$ cat src/ptw_pkg.sv
// MMU-side walk request and response types, imported by the walk load port and its testbench
`default_nettype none

package ptw_pkg;

    // ====================
    // Widths
    // ====================
    localparam int unsigned PALEN  = 32;  // Physical address width
    localparam int unsigned DATA_W = 32;  // Loaded page-table word

    // ====================
    // Request
    // ====================
    typedef struct packed {
        logic [PALEN-1:0] pte_pa;  // Physical address of the PTE
    } ptw_req_t;

    // ====================
    // Response
    // ====================
    // Condensed outcome of one walk load, 17 bits
    typedef struct packed {
        logic [3:0] fault_code;
        logic       bus_error;
        logic [7:0] ecc_syndrome;
        logic [2:0] access_class;
        logic       ecc_error;
    } ptw_status_t;

    typedef struct packed {
        logic [DATA_W-1:0] data;  // PTE as loaded
        ptw_status_t       status;
    } ptw_resp_t;

endpackage

`default_nettype wire

$ cat src/lsu_pkg.sv
// LSU-side load request, acknowledgement layout and replay back-off constants for the walk port
`default_nettype none

package lsu_pkg;

    // ====================
    // Replay back-off
    // ====================
    localparam int unsigned          BACKOFF_W      = 3;
    localparam logic [BACKOFF_W-1:0] REPLAY_BACKOFF = 3'd7;  // Cycles before reissue

    // ====================
    // Request
    // ====================
    typedef struct packed {
        logic [ptw_pkg::PALEN-1:0] addr;  // Load address
    } lsu_req_t;

    // ====================
    // Acknowledgement
    // ====================
    // Any bit set means the load must be reissued
    typedef struct packed {
        logic bank_conflict;  // Bit 15
        logic resource_busy;  // Bit 14
        logic order_hazard;   // Bit 13
    } lsu_replay_t;

    // 45-bit status word, fields placed at their LSU bit positions
    typedef struct packed {
        logic [9:0]  rsvd_44_35;
        logic [3:0]  fault_code;    // [34:31]
        logic        bus_error;     // [30]
        logic [7:0]  ecc_syndrome;  // [29:22]
        logic [5:0]  rsvd_21_16;
        lsu_replay_t replay;        // [15:13]
        logic [1:0]  rsvd_12_11;
        logic [2:0]  access_class;  // [10:8]
        logic [5:0]  rsvd_7_2;
        logic        ecc_error;     // [1]
        logic        rsvd_0;
    } lsu_ack_status_t;

    typedef struct packed {
        logic [ptw_pkg::DATA_W-1:0] result;
        lsu_ack_status_t            status;
    } lsu_ack_t;

endpackage

`default_nettype wire

$ cat src/ptw_half_buffer.sv
// One-entry valid/ready buffer for any packed payload, used on both sides of the walk port
`timescale 1ns/1ps
`default_nettype none

module ptw_half_buffer #(
    parameter type payload_t = logic
) (
    input  wire      core_clk,
    input  wire      core_reset_n,
    // Write side
    input  wire      in_valid,
    output logic     in_ready,
    input  payload_t in_data,
    // Read side
    output logic     out_valid,
    input  wire      out_ready,
    output payload_t out_data
);

    logic     full;
    payload_t data_q;
    logic     push;
    logic     pop;

    assign push = in_valid & in_ready;
    assign pop  = out_valid & out_ready;

    // ====================
    // Occupancy
    // ====================
    always_ff @(posedge core_clk or negedge core_reset_n) begin
        if (!core_reset_n) begin
            full <= 1'b0;
        end else if (push) begin
            full <= 1'b1;
        end else if (pop) begin
            full <= 1'b0;
        end
    end

    always_ff @(posedge core_clk) begin
        if (push) begin
            data_q <= in_data;  // Captured only when empty
        end
    end

    // Accept and release never overlap, so one item at a time
    assign in_ready  = ~full;
    assign out_valid = full;
    assign out_data  = data_q;

endmodule

`default_nettype wire

$ cat src/ptw_issue_ctrl.sv
// Walk load issue FSM, gates the LSU request and tracks the single outstanding load
`timescale 1ns/1ps
`default_nettype none

module ptw_issue_ctrl (
    input  wire  core_clk,
    input  wire  core_reset_n,
    input  wire  entry_valid,    // Request buffer holds an address
    input  wire  backoff_idle,   // No replay back-off running
    output logic lsu_req_valid,
    input  wire  lsu_req_ready,
    input  wire  lsu_ack_valid
);

    typedef enum logic {
        IDLE,
        WAIT_ACK
    } state_t;

    state_t state_q;
    state_t state_d;
    logic   outstanding;
    logic   issue_fire;

    assign outstanding = (state_q == WAIT_ACK);
    assign issue_fire  = lsu_req_valid & lsu_req_ready;

    // Held while the LSU stalls, nothing below can drop it
    assign lsu_req_valid = ~outstanding & entry_valid & backoff_idle;

    // ====================
    // Next state
    // ====================
    always_comb begin
        state_d = state_q;
        case (state_q)
            IDLE: begin
                if (issue_fire) begin
                    state_d = WAIT_ACK;
                end
            end
            WAIT_ACK: begin
                if (lsu_ack_valid) begin
                    state_d = IDLE;  // Replay or completion alike
                end
            end
            default: state_d = IDLE;
        endcase
    end

    always_ff @(posedge core_clk or negedge core_reset_n) begin
        if (!core_reset_n) begin
            state_q <= IDLE;
        end else begin
            state_q <= state_d;
        end
    end

endmodule

`default_nettype wire

$ cat src/ptw_retry_timer.sv
// Replay back-off timer, holds off reissue of a replayed walk load for a fixed number of cycles
`timescale 1ns/1ps
`default_nettype none

module ptw_retry_timer (
    input  wire  core_clk,
    input  wire  core_reset_n,
    input  wire  start,  // Replay ack seen
    output logic idle
);

    import lsu_pkg::*;

    logic [BACKOFF_W-1:0] cnt_q;

    // ====================
    // Down counter
    // ====================
    always_ff @(posedge core_clk or negedge core_reset_n) begin
        if (!core_reset_n) begin
            cnt_q <= '0;
        end else if (start) begin
            cnt_q <= REPLAY_BACKOFF;  // Reload even mid-count
        end else if (!idle) begin
            cnt_q <= cnt_q - 1'b1;
        end
    end

    // Low from the cycle after start, back high REPLAY_BACKOFF cycles later
    assign idle = (cnt_q == '0);

endmodule

`default_nettype wire

$ cat src/ptw_resp_format.sv
// Splits an LSU ack into replay or completion and condenses its status for the MMU response
`timescale 1ns/1ps
`default_nettype none

module ptw_resp_format (
    input  wire                lsu_ack_valid,
    input  lsu_pkg::lsu_ack_t  lsu_ack,
    output logic               replay,
    output logic               complete,
    output ptw_pkg::ptw_resp_t resp
);

    import ptw_pkg::*;
    import lsu_pkg::*;

    lsu_ack_status_t ack_status;
    ptw_status_t     status;
    logic            any_replay;

    assign ack_status = lsu_ack.status;
    assign any_replay = |ack_status.replay;

    // ====================
    // Classification
    // ====================
    assign replay   = lsu_ack_valid & any_replay;
    assign complete = lsu_ack_valid & ~any_replay;

    // ====================
    // Condensing
    // ====================
    // Replay group and reserved bits do not reach the MMU
    assign status.fault_code   = ack_status.fault_code;
    assign status.bus_error    = ack_status.bus_error;
    assign status.ecc_syndrome = ack_status.ecc_syndrome;
    assign status.access_class = ack_status.access_class;
    assign status.ecc_error    = ack_status.ecc_error;

    assign resp.data   = lsu_ack.result;
    assign resp.status = status;

endmodule

`default_nettype wire

$ cat src/ptw_lsu_port.sv
// Page-table-walk load port top level, takes one PTE address from the MMU and loads it via the LSU
`timescale 1ns/1ps
`default_nettype none

module ptw_lsu_port (
    input  wire                core_clk,
    input  wire                core_reset_n,
    // MMU request
    input  wire                mmu_req_valid,
    output logic               mmu_req_ready,
    input  ptw_pkg::ptw_req_t  mmu_req,
    // MMU response
    output logic               mmu_resp_valid,
    input  wire                mmu_resp_ready,
    output ptw_pkg::ptw_resp_t mmu_resp,
    // LSU request
    output logic               lsu_req_valid,
    input  wire                lsu_req_ready,
    output lsu_pkg::lsu_req_t  lsu_req,
    // LSU acknowledgement, always accepted
    input  wire                lsu_ack_valid,
    input  lsu_pkg::lsu_ack_t  lsu_ack
);

    import ptw_pkg::*;
    import lsu_pkg::*;

    logic      req_buf_in_valid;
    logic      req_buf_in_ready;
    logic      req_entry_valid;
    ptw_req_t  req_entry;
    logic      resp_buf_in_ready;
    logic      ack_replay;
    logic      ack_complete;
    ptw_resp_t resp_formatted;
    logic      backoff_idle;

    // ====================
    // Request side
    // ====================
    // A full response buffer keeps the next walk out
    assign req_buf_in_valid = mmu_req_valid & resp_buf_in_ready;
    assign mmu_req_ready    = req_buf_in_ready & resp_buf_in_ready;

    ptw_half_buffer #(
        .payload_t (ptw_req_t)
    ) u_req_buf (
        .core_clk     (core_clk),
        .core_reset_n (core_reset_n),
        .in_valid     (req_buf_in_valid),
        .in_ready     (req_buf_in_ready),
        .in_data      (mmu_req),
        .out_valid    (req_entry_valid),
        .out_ready    (ack_complete),     // Freed on completion only
        .out_data     (req_entry)
    );

    assign lsu_req = lsu_req_t'{addr: req_entry.pte_pa};

    ptw_issue_ctrl u_issue (
        .core_clk      (core_clk),
        .core_reset_n  (core_reset_n),
        .entry_valid   (req_entry_valid),
        .backoff_idle  (backoff_idle),
        .lsu_req_valid (lsu_req_valid),
        .lsu_req_ready (lsu_req_ready),
        .lsu_ack_valid (lsu_ack_valid)
    );

    ptw_retry_timer u_backoff (
        .core_clk     (core_clk),
        .core_reset_n (core_reset_n),
        .start        (ack_replay),
        .idle         (backoff_idle)
    );

    // ====================
    // Response side
    // ====================
    ptw_resp_format u_format (
        .lsu_ack_valid (lsu_ack_valid),
        .lsu_ack       (lsu_ack),
        .replay        (ack_replay),
        .complete      (ack_complete),
        .resp          (resp_formatted)
    );

    // Empty whenever a load is outstanding, so a completion always lands
    ptw_half_buffer #(
        .payload_t (ptw_resp_t)
    ) u_resp_buf (
        .core_clk     (core_clk),
        .core_reset_n (core_reset_n),
        .in_valid     (ack_complete),
        .in_ready     (resp_buf_in_ready),
        .in_data      (resp_formatted),
        .out_valid    (mmu_resp_valid),
        .out_ready    (mmu_resp_ready),
        .out_data     (mmu_resp)
    );

endmodule

`default_nettype wire

$ cat config.mk
export PLATFORM = sky130hd
export DESIGN_NAME = ptw_lsu_port
export DESIGN_NICKNAME = d
export VERILOG_FILES = /design/src/ptw_pkg.sv /design/src/lsu_pkg.sv /design/src/ptw_half_buffer.sv /design/src/ptw_issue_ctrl.sv /design/src/ptw_retry_timer.sv /design/src/ptw_resp_format.sv /design/src/ptw_lsu_port.sv
export SDC_FILE = /design/constraint.sdc
export NUM_CORES = 1
export LEC_CHECK = 0
export BUFFER_PORTS_ARGS = -buffer_cell sky130_fd_sc_hd__buf_2
export CAP_MARGIN = 20
export CORE_UTILIZATION = 36
export CTS_CLUSTER_SIZE = 20
export DETAILED_ROUTE_END_ITERATION = 8
export PLACE_DENSITY = 0.75
export SYNTH_ARGS = -nofsm -noshare
export SYNTH_HDL_FRONTEND = slang
export SYNTH_SLANG_ARGS = --single-unit
$ cat constraint.sdc
create_clock -name core_clk -period 2.8 [get_ports core_clk]
set_input_delay 0.42 -clock core_clk [delete_from_list [all_inputs] [get_ports core_clk]]
set_output_delay 0.42 -clock core_clk [all_outputs]
set_load 0.01 [all_outputs]
Yosys cells after proc, flatten, opt, wreduce, memory -nomap -nowiden
Cells that the tools add are included.
{"block": "word_totals", "reg_bits": 87, "latch_bits": 0, "mem_bits_rw": 0, "romBits": 0, "inputBits": 115, "output_inout_bits": 84, "elab_cells": 41, "n_memories": 0}
{"block": "classes", "addsub": 1, "multipliers": 0, "n_div": 0, "magnitude_cmp": 0, "eq_ne": 1, "shift": 0, "muxes": 9, "n_bitwise": 15, "n_reduce_logical": 4}
{"operator": "$and A1 B1 Y1", "n": 11}
{"operator": "$mux W1", "n": 6}
{"operator": "$mux W3", "n": 2}
{"operator": "$not A1 Y1", "n": 4}
{"operator": "$reduce_bool A2 Y1", "n": 2}
{"operator": "$logic_not A3 Y1", "n": 1}
{"operator": "$reduce_or A3 Y1", "n": 1}
{"operator": "$sub A3 B1 Y3 const B", "n": 1}
{"operator": "$ne A2 B2 Y1 const B", "n": 1}
{"operator": "$pmux W1 S2", "n": 1}

Longest topological paths before layout
Gate-level depths: netlist of the first run.
{"block": "logic_depth", "depth_word": 6, "ltp_mapped": 5, "ltp_nobuf": 5}

Cells and area by module
From an unflattened synthesis of the first run, not the netlist that was laid out.
{"block": "unflattened", "hier_cells": 164, "hier_area_um2": 3154.3}
{"mod": "ptw_half_buffer (u_resp_buf)", "n_inst": 1, "cells_per_inst": 53, "area_per_inst_um2": 1516.5, "seq_area_each_um2": 1496.4}
{"mod": "ptw_half_buffer (u_req_buf)", "n_inst": 1, "cells_per_inst": 36, "area_per_inst_um2": 1006.0, "seq_area_each_um2": 985.9}
{"mod": "ptw_resp_format", "n_inst": 1, "cells_per_inst": 51, "area_per_inst_um2": 391.6, "seq_area_each_um2": 0.0}
{"mod": "ptw_retry_timer", "n_inst": 1, "cells_per_inst": 17, "area_per_inst_um2": 180.2, "seq_area_each_um2": 75.1}
{"mod": "ptw_issue_ctrl", "n_inst": 1, "cells_per_inst": 5, "area_per_inst_um2": 47.5, "seq_area_each_um2": 25.0}
{"mod": "ptw_lsu_port", "n_inst": 1, "cells_per_inst": 2, "area_per_inst_um2": 12.5, "seq_area_each_um2": 0.0}

Worst setup path before layout of the first run
No wires, ideal clock.
{"block": "synth_timing", "path_type": "input-to-reg", "from": "input port lsu_ack[14] (netlist name)", "to": "register u_resp_buf.data_q (netlist bit u_resp_buf.out_data[0]), enable pin", "setup_time_ns": 0.456, "arrival_ns": 2.787, "required_ns": 2.344, "slack_ns": -0.442, "cell_stages": 3, "n_path_buf": 0, "cell_sequence": "nor3_1 -> nand2_1 -> nor2_1"}
{"block": "synth_via", "elab_chain_len": 4}
{"item": "start, declared", "line_no": "ptw_lsu_port.sv:22", "source": "input lsu_pkg::lsu_ack_t lsu_ack"}
{"item": "$reduce_or A3 Y1", "line_no": "ptw_resp_format.sv:21", "source": "assign any_replay = |ack_status.replay;"}
{"item": "$not A1 Y1", "line_no": "ptw_resp_format.sv:27", "source": "assign complete = lsu_ack_valid & ~any_replay;"}
{"item": "$and A1 B1 Y1", "line_no": "ptw_resp_format.sv:27"}
{"item": "$and A1 B1 Y1", "line_no": "ptw_half_buffer.sv:25", "source": "assign push = in_valid & in_ready;"}
{"item": "net u_resp_buf.push", "line_no": "ptw_half_buffer.sv:22", "source": "logic push;"}
{"item": "end signal, assigned", "line_no": "ptw_half_buffer.sv:43", "source": "data_q <= in_data;"}
{"item": "end, declared", "line_no": "ptw_half_buffer.sv:21", "source": "payload_t data_q;"}
The timed path passes the listed nets, and every way through them passes these cells.
A chain may end at the register's enable or synchronous reset.

Worst setup path in the final report of the first run
{"block": "layout_timing", "from": "register u_backoff.cnt_q[0]", "to": "output port lsu_req_valid"}
{"block": "layout_via", "elab_chain_len": 2}
{"item": "start, declared", "line_no": "ptw_retry_timer.sv:14", "source": "logic [BACKOFF_W-1:0] cnt_q;"}
{"item": "start signal, assigned", "line_no": "ptw_retry_timer.sv:25", "source": "cnt_q <= cnt_q - 1'b1;"}
{"item": "$logic_not A3 Y1", "line_no": "ptw_retry_timer.sv:30", "source": "assign idle = (cnt_q == '0);"}
{"item": "$and A1 B1 Y1", "line_no": "ptw_issue_ctrl.sv:29", "source": "assign lsu_req_valid = ~outstanding & entry_valid & backoff_idle;"}
{"item": "end, declared", "line_no": "ptw_lsu_port.sv:17", "source": "output logic lsu_req_valid,"}
No other way between the ends.

==> impl_metrics.toml, run 1 <==
[finish]
nets = 415
insertedDiodeCount = 0
syn_to_final_growth_pct = 45.84
drive_gt1_frac = 0.6469
final_cells = 402
fill_cells = 617

[clock_tree]
cts_buffers = 9
ctsLongestPathBuffers = 2
postCtsSetupBuffers = 0
clkTransAtPathRegs_ns = 0.09
cts_hold_buffers = 1
clkSinkCount = 87
cts-resized-gates = 0
cts_tree = "built"
clock_latency_ns = 0.35
htreeDepth = 3
cts_root_buf = "clkbuf_8"

[floorplanning]
io_pins = 199
row_count = 31
die_h_um = 89.42
core_um2 = 7331
dieArea_um2 = 7996
start_util = 0.3753
fp.dieW_um = 89.42

[run]
cap_viol_max_count = 0

[timing]
clock.fmax_ghz = 0.5360
tightest_slew_ns = 0.5303
rsz0062_at_grt = "false"
hold_viol_final = 0
tns_ns = 0
report.final.setup_viol = 0
fin_crit_ns = 1.866
relSlewSlack = 0.6456
fin_skew_ns = 0.006976
period_share = 0.6663
drv_slew = 0

[synth]
synth_fp_nets = 228
synth_cell_types = 17
ys_warn_count = 0
yosysSeqAreaShare = 0.9386
yosys.area.top_type = "edfxtp_1"
synth_top_area_frac = 0.8840
yosys-top-cells-area = "edfxtp_1, dfrtp_1, ha_1"
synth-seq-cells = 87
syn_area_per_cell_um2 = 24.79
netlist_area_um2 = 2751
synthCells = 111

[placed_design]
dp.final_hpwl_um = 4482
io_buffers = 173
dp.cells = 385
globalplace.congestion = 0.7055

[power_and_ir_drop]
power.leakage_nw = 1.723
p_per_area_nw_per_um2 = 706.2
worst_ir_drop_vdd_uv = 298.9

[detailed_routing]
wirelength_um = 5980
vias = 1711
vias_per_cell = 4.256
drc = 0
antenna_left = 0
wl_per_cell_um = 14.88
dr.pass1.iters = 3
drtIter0Drc = 56

[setup_path]
r2r-start = "u_resp_buf.out_valid"
crit_required_ns = 2.38
cp.arrival_ns = 1.45
crit_type = "flop to primary output"
crit_start = "u_backoff.cnt_q[0]"
start_kind = "flop"
crit_fanout = 3
cp-end-kind = "primary output"

[run_status]
status = "finished, final reports clean"

[global_route]
track_usage = 0.1446
grt_max_degree = 34
grt_pass1_wl_um = 7893
antenna_found_initial = 0
grt_pass1_vias = 1630
grt-ovfl-total = 0

[worst_hold_path]
hold_class = "input pin to flop"
hp-start = "lsu_ack[45]"
-- Yosys cell counts --
master / n
a21o_1: 1
and2_1: 1
and4bb_2: 1
dfrtp_1: 6
edfxtp_1: 81
ha_1: 2
inv_1: 3
mux2_4: 1
mux2i_1: 2
nand2_1: 4
nand2_2: 1
nand2b_1: 1
nand2b_4: 1
nor2_1: 3
nor3_1: 1
o21ai_0: 1
xnor2_1: 1
-- where the power goes --
part / total, mW / internal, mW / switching, mW / leakage (nW)
Combinational: 0.286 / 0.127 / 0.159 / 0.800
Clock: 0.982 / 0.517 / 0.465 / 0.117
Sequential: 1.57 / 1.54 / 0.0286 / 0.807
-- area by class of cell --
class,instances,area [um^2],area share
inverter,3,11.26,0.002806
multi-input combinational,21,165.2,0.04116
clock inverter,7,102.6,0.02557
sequential,87,2582,0.6436
timing repair buffer,176,903.4,0.2251
clock buffer,9,123.9,0.03087
tap,99,123.9,0.03087
-- flip-flops by register name, indices dropped and copies added, names as in the netlist --
signal / count
u_req_buf.out_valid: 1
u_resp_buf.out_valid: 1
u_issue.outstanding: 1
u_req_buf.out_data: 32
u_backoff.cnt_q: 3
u_resp_buf.out_data: 49
-- per-layer routing --
layer / global-route usage / part of all wire
met1: 0.1522 / 0.38
met2: 0.2394 / 0.49
met3: 0.06464 / 0.11
met4: 0.08658 / 0.018
met5: 0 / 0
-- final timing paths --
path,end,slack (ns),cells after the start
max,lsu_req_valid,0.93,4
min,u_resp_buf.out_data[17],0.24,1
max reg2reg,u_resp_buf.out_data[19],1.30,2
min reg2reg,u_req_buf.out_valid,0.52,1
max in group asynchronous,u_backoff.cnt_q[0],2.23,2
min in group asynchronous,u_backoff.cnt_q[2],0.42,2
-- worst max-delay path, cell delays in order (launching register included) --
cell and delay [ns]:
dfrtp_1 0.40, inv_1 0.08, ha_1 0.24, and4bb_2 0.26, buf_2 0.13
-- through the flow --
step,setup slack [ns],total power [mW],util,cell area (um^2),hold WS [ns]
finish,0.9344,2.834,0.5474,4013,0.2380
global route,0.8422,2.955,0.5474,4013,0.2107
CTS,0.8941,2.881,0.5474,4013,0.2128
detailed placement,0.8666,1.889,0.5151,3776,0.2551
global placement,0.8835,1.875,0.5151,3776,0.2508
floorplan,0.3701,1.718,-,2754,0.1244
-- cell families (layout without fill, tap and decap cells) --
family | Yosys count | after routing | synth area share
DFF | 87 | 87 | 0.9386
muxes | 3 | 3 | 0.01273
adders and majority gates | 2 | 2 | 0.009094
xor gates and xnor gates | 1 | 1 | 0.003184
buffers and inverters | 3 | 195 | 0.004092
AOI/OAI and AO/OA | 2 | 2 | 0.004547
and+or+nand+nor | 13 | 13 | 0.02774
-- layout by cell type (no fill, tap or decap) --
master	instances
buf_2	173
edfxtp_1	81
clkbuf_8	9
dfrtp_1	6
nand2_1	4
inv_1	3
inv_6	3
nor2_1	2
mux2i_1	2
ha_1	2
bufinv_16	2
nor3_1	1
nor2_4	1
and2_1	1
and4bb_2	1
o21ai_0	1
nand2b_1	1
nand2b_4	1
mux2_4	1
nand2_2	1
xnor2_1	1
a21o_1	1
inv_8	1
clkinv_2	1
dlygate4sd3_1	1
buf_4	1
buf_12	1
(Power assumes the default switching activity.)
==> inputs of run 2 (changes only) <==
--- a/config.mk
+++ b/config.mk
@@ -5,6 +5,7 @@
 export SDC_FILE = /design/constraint.sdc
 export NUM_CORES = 1
 export LEC_CHECK = 0
+export ABC_AREA = 1
 export BUFFER_PORTS_ARGS = -buffer_cell sky130_fd_sc_hd__buf_2
 export CAP_MARGIN = 20
 export CORE_UTILIZATION = 36
==> constraint.sdc (replaced) <==
create_clock -name core_clk -period 1.7 [get_ports core_clk]
set_input_delay 0.255 -clock core_clk [delete_from_list [all_inputs] [get_ports core_clk]]
set_output_delay 0.255 -clock core_clk [all_outputs]
set_load 0.01 [all_outputs]
==> impl_metrics.toml, run 2 <==
[run_status]
status = "finished, final reports clean"

[global_route]
antenna_found_initial = 1
grt_max_degree = 50
grt_pass1_wl_um = 8286
grt_pass1_vias = 1755
track_usage = 0.1384
grt-ovfl-total = 0

[timing]
clock.fmax_ghz = 0.6303
period_share = 0.9332
report.final.setup_viol = 0
drv_slew = 0
tns_ns = 0
rsz0062_at_grt = "false"
relSlewSlack = 0.8311
fin_skew_ns = 0.005623
hold_viol_final = 0
fin_crit_ns = 1.586
tightest_slew_ns = 0.2534

[power_and_ir_drop]
p_total_mw = 4.473
switching_share = 0.2314
power.leakage_nw = 1.736
power_switching_mw = 1.035
worst_ir_drop_vdd_uv = 660.2
intPower_mw = 3.438
comb_power_share = 0.115
p_per_area_nw_per_um2 = 1110
power_frac_seq = 0.577
pwr-share-clk = 0.308

[placed_design]
dp.final_hpwl_um = 4132
dpl_cell_area_um2 = 3809
globalplace.congestion = 0.7832
io_buffers = 173

[detailed_routing]
wirelength_um = 5416
drtIter0Drc = 34
antenna_left = 0
vias_per_cell = 4.289
vias = 1797
dr.pass1.iters = 4
drc = 0
wl_per_cell_um = 12.93

[floorplanning]
dieArea_um2 = 8053
core_um2 = 7331
start_util = 0.3781
row_count = 31
die_h_um = 89.74
fp.dieW_um = 89.74
io_pins = 199

[finish]
stdcell_area_um2 = 4029
layout_common_cells = "buf_2, edfxtp_1, nand2_1"
nets = 432
final_util = 0.5496
syn_to_final_growth_pct = 45.37
final_common_cell = "buf_2"
largest_register_ffs = 49
insertedDiodeCount = 0
drive_gt1_frac = 0.6094

[synth]
postSynth.asyncResetShare = 0.06897
yosysSeqAreaShare = 0.9318
netlist_area_um2 = 2771
synth_fp_nets = 245
synthCells = 128
yosys.area.top_type = "edfxtp_1"
synth_most_common_cell = "edfxtp_1"
synth_top_area_frac = 0.8777
synth_commonest_cells = "edfxtp_1, nand2_1, inv_1, dfrtp_1, nand3_1"
ys_warn_count = 0
yosys-top-cells-area = "edfxtp_1, dfrtp_1, nand2_1"
synth-seq-cells = 87
synth_cell_types = 11
synth-edff-count = 81
syn_area_per_cell_um2 = 21.65
synthFlopType = "edfxtp_1"

[setup_path]
max_stage_delay_ns = 0.39
crit_type = "flop to primary output"
crit_required_ns = 1.44
cp_top_family = "flip-flops"
path_buf_inv = 2
slowest_stage = "dfrtp_1"
cp.arrival_ns = 1.33
start_kind = "flop"
cp_cell_sequence = "inv_1 -> ha_4 -> nand2_2 -> nor3_1 -> buf_2"
crit_fanout = 4
cp-end-kind = "primary output"

[clock_tree]
ctsLongestPathBuffers = 2
clkSinkCount = 87
htreeDepth = 3
postCtsSetupBuffers = 0
clock_latency_ns = 0.34
cts_root_buf = "clkbuf_8"
clkTransAtPathRegs_ns = 0.09
cts_tree = "built"
cts_buffers = 9

[worst_hold_path]
hold_class = "input pin to flop"

[run]
cap_viol_max_count = 0
[run 2: cell types whose count changed after synthesis, sizes merged, moves of 2 or more]
| cell | delta |
|---|---|
| inv | +8 |
| nand2 | +10 |
| mux2i | -2 |
| nand3 | +5 |
| nand2b | -2 |
| or2 | +2 |
[run 2: worst reg2reg max path, stage by stage, from the launching register on]
cell and delay [ns]:
dfrtp_1 0.40, inv_1 0.07, nand4_1 0.15, clkinvlp_4 0.13, buf_12 0.25
[run 2: what timing repair did]
action / 4_1_cts / 5_1_grt
endpoints found under the hold margin: 6 / 0
setup endpoints to repair: 0 / 1
hold buffers: 1 / 0
gates resized for setup: 0 / 4
[run 2: worst paths after layout]
check,startpoint,end,slack (ns),cells past startpoint
setup / recovery,u_backoff.cnt_q[1],lsu_req_valid,0.11,5
hold / removal,mmu_req[14],u_req_buf.out_data[14],0.08,1
setup reg to reg,u_resp_buf.out_valid,u_resp_buf.out_data[19],0.36,4
hold reg to reg,u_req_buf.out_valid,u_req_buf.out_valid,0.52,2
max in group asynchronous,core_reset_n,u_backoff.cnt_q[1],1.29,2
min in group asynchronous,core_reset_n,u_req_buf.out_valid,0.26,2
[run 2: logic make-up (layout without fill, tap and decap cells)]
kind of cell / count (synthesis) / in the layout / synth area share
simple gates: 28 / 28 / 0.04424
flops: 87 / 87 / 0.9318
buf+inv: 11 / 203 / 0.01490
fa+ha+maj: 2 / 2 / 0.009028
[run 2: area by class of cell]
class | count | area (um^2)
Inverter | 11 | 48.80
Sequential cell | 87 | 2582
Tap cell | 99 | 123.9
Clock buffer | 9 | 123.9
Multi-Input combinational cell | 30 | 162.7
Timing Repair Buffer | 176 | 915.9
Fill cell | 615 | 3302
Clock inverter | 7 | 71.32
[run 2: per-stage QoR]
stage / instances / setup slack (ns) / hold WS (ns)
2_1_floorplan: 128 / 0.002282 / -0.04059
3_3_place_gp: 402 / 0.3431 / 0.08363
3_5_place_dp: 402 / 0.3236 / 0.08666
4_1_cts: 419 / 0.02766 / 0.05778
5_1_grt: 419 / 0.02353 / 0.05573
6_report: 419 / 0.1136 / 0.08052
[run 2: power groups by stage]
stage,sequential [mW],combinational [mW],clock (mW)
2_1_floorplan,2.70,0.140,0
3_3_place_gp,2.62,0.490,0
3_5_place_dp,2.63,0.508,0
4_1_cts,2.58,0.512,1.43
5_1_grt,2.60,0.569,1.50
6_report,2.58,0.516,1.38
[run 2: routing by layer]
layer  track usage  part of all wire  vias up
li1              -                 -      844
met1        0.1404              0.38      831
met2        0.2410              0.50      114
met3       0.06345              0.10        6
met4       0.06557             0.011        2
met5             0            0.0031        -
==> inputs of run 3 (changes only) <==
--- a/config.mk
+++ b/config.mk
@@ -8,10 +8,10 @@
 export ABC_AREA = 1
 export BUFFER_PORTS_ARGS = -buffer_cell sky130_fd_sc_hd__buf_2
 export CAP_MARGIN = 20
-export CORE_UTILIZATION = 36
+export CORE_UTILIZATION = 43
 export CTS_CLUSTER_SIZE = 20
 export DETAILED_ROUTE_END_ITERATION = 8
-export PLACE_DENSITY = 0.75
+export PLACE_DENSITY = 0.84
 export SYNTH_ARGS = -nofsm -noshare
 export SYNTH_HDL_FRONTEND = slang
 export SYNTH_SLANG_ARGS = --single-unit
==> constraint.sdc (replaced) <==
create_clock -name core_clk -period 2 [get_ports core_clk]
set_input_delay 0.3 -clock core_clk [delete_from_list [all_inputs] [get_ports core_clk]]
set_output_delay 0.3 -clock core_clk [all_outputs]
set_load 0.01 [all_outputs]
==> impl_metrics.toml, run 3 (same netlist as run 2, synthesis figures left out) <==
[detailed_routing]
antenna_left = 0
drc = 0
vias_per_cell = 4.552
wirelength_um = 6473
drtIter0Drc = 109
dr.pass1.iters = 4
vias = 1798
wl_per_cell_um = 16.39

[placed_design]
pre_cts_ws_ns = 0.5920
io_buffers = 173
dp.final_hpwl_um = 5046
globalplace.congestion = 0.7730
dpl_cell_area_um2 = 3759
dp.cells = 378

[finish]
layout_common_cells = "buf_2, edfxtp_1, nand2_1"
drive_gt1_frac = 0.6031
final_common_cell = "buf_2"
nets = 432
fill_cells = 454
syn_to_final_growth_pct = 43.88
insertedDiodeCount = 0
largest_register_ffs = 49
final_cells = 395
final_util = 0.6579
stdcell_area_um2 = 3988

[worst_hold_path]
hp-start = "lsu_ack[73]"
hold_class = "input pin to flop"

[global_route]
grt_util_met1 = 0.1884
antenna_found_initial = 0
grt_pass1_vias = 1688
grt_pass1_wl_um = 8418
grt_max_degree = 50
grt-ovfl-total = 0
grt_use_met2 = 0.3231
track_usage = 0.1854
grt_busiest_layer = "met2"
grt.met3_usage = 0.07912

[setup_path]
crit_type = "flop to primary output"
start_kind = "flop"
cp-end-kind = "primary output"
max_stage_delay_ns = 0.38
crit_required_ns = 1.70
crit_fanout = 4
slowest_stage = "dfrtp_1"
cp.arrival_ns = 1.39
r2r-start = "u_resp_buf.out_valid"
cp_cell_sequence = "inv_1 -> ha_1 -> nand2_1 -> nor3_1 -> buf_2"
crit_start = "u_backoff.cnt_q[0]"
r2r_slack_ns = 0.60

[power_and_ir_drop]
p_total_mw = 3.929
power.leakage_nw = 1.765
worst_ir_drop_vdd_uv = 673.0
p_per_area_nw_per_um2 = 985.4

[timing]
relSlewSlack = 0.7316
drv_slew = 0
fin_skew_ns = 0.006305
clock.fmax_ghz = 0.5916
fin_crit_ns = 1.690
tightest_slew_ns = 0.4026
tns_ns = 0
hold_viol_final = 0
rsz0062_at_grt = "false"
fin_hold_ws_ns = 0.1300
report.final.setup_viol = 0
layout_setup_ws_ns = 0.3097
period_share = 0.8452

[run_status]
status = "finished, final reports clean"

[floorplanning]
start_util = 0.4573
row_count = 28
core_um2 = 6061
die_h_um = 82.28
dieArea_um2 = 6770
io_pins = 199
fp.dieW_um = 82.28

[clock_tree]
cts_root_buf = "clkbuf_8"
cts-resized-gates = 0
postCtsSetupBuffers = 0
cts_tree = "built"
clkTransAtPathRegs_ns = 0.09
cts_buffers = 9
ctsLongestPathBuffers = 2
cts_hold_buffers = 1
clock_latency_ns = 0.34
clkSinkCount = 87
htreeDepth = 3

[run]
cap_viol_max_count = 0
-- run 3: cell types whose count changed in the layout (fill, tap and decap cells not counted), sizes merged --
cell,change
inv,+2
clkinv,-1
bufinv,+1
clkinvlp,-2
-- run 3: final timing paths --
path | depth (start not counted) | end
max | 5 | lsu_req_valid
min | 1 | u_resp_buf.out_data[45]
max reg2reg | 4 | u_req_buf.out_data[8]
min reg2reg | 2 | u_backoff.cnt_q[0]
max in group asynchronous | 2 | u_req_buf.out_valid
min in group asynchronous | 2 | u_issue.outstanding
-- run 3: layout make-up --
type / count / area (um^2) / area share
Timing Repair Buffer: 176 / 903.4 / 0.2265
Clock buffer: 9 / 123.9 / 0.03106
Clock inverter: 7 / 95.09 / 0.02385
Multi-Input combinational cell: 30 / 147.6 / 0.03703
Inverter: 11 / 41.29 / 0.01035
Sequential cell: 87 / 2582 / 0.6476
Tap cell: 75 / 93.84 / 0.02353
-- run 3: report_power, final --
part	switching, mW	internal, mW
logic	0.254	0.169
registers	0.0420	2.16
clock network	0.601	0.708
total	0.897	3.03
-- run 3: critical path, delay by kind of cell (launching register included) --
| family | cells | cell delay, ns |
|---|---|---|
| buffers and inverters | 2 | 0.26 |
| and+or+nand+nor | 2 | 0.25 |
| adders and majority gates | 1 | 0.17 |
| DFF | 1 | 0.38 |
-- run 3: routing by layer --
layer,up-vias,part of all wire
met5,-,0
met4,0,0.0099
met2,107,0.52
met1,845,0.34
li1,841,-
met3,5,0.13
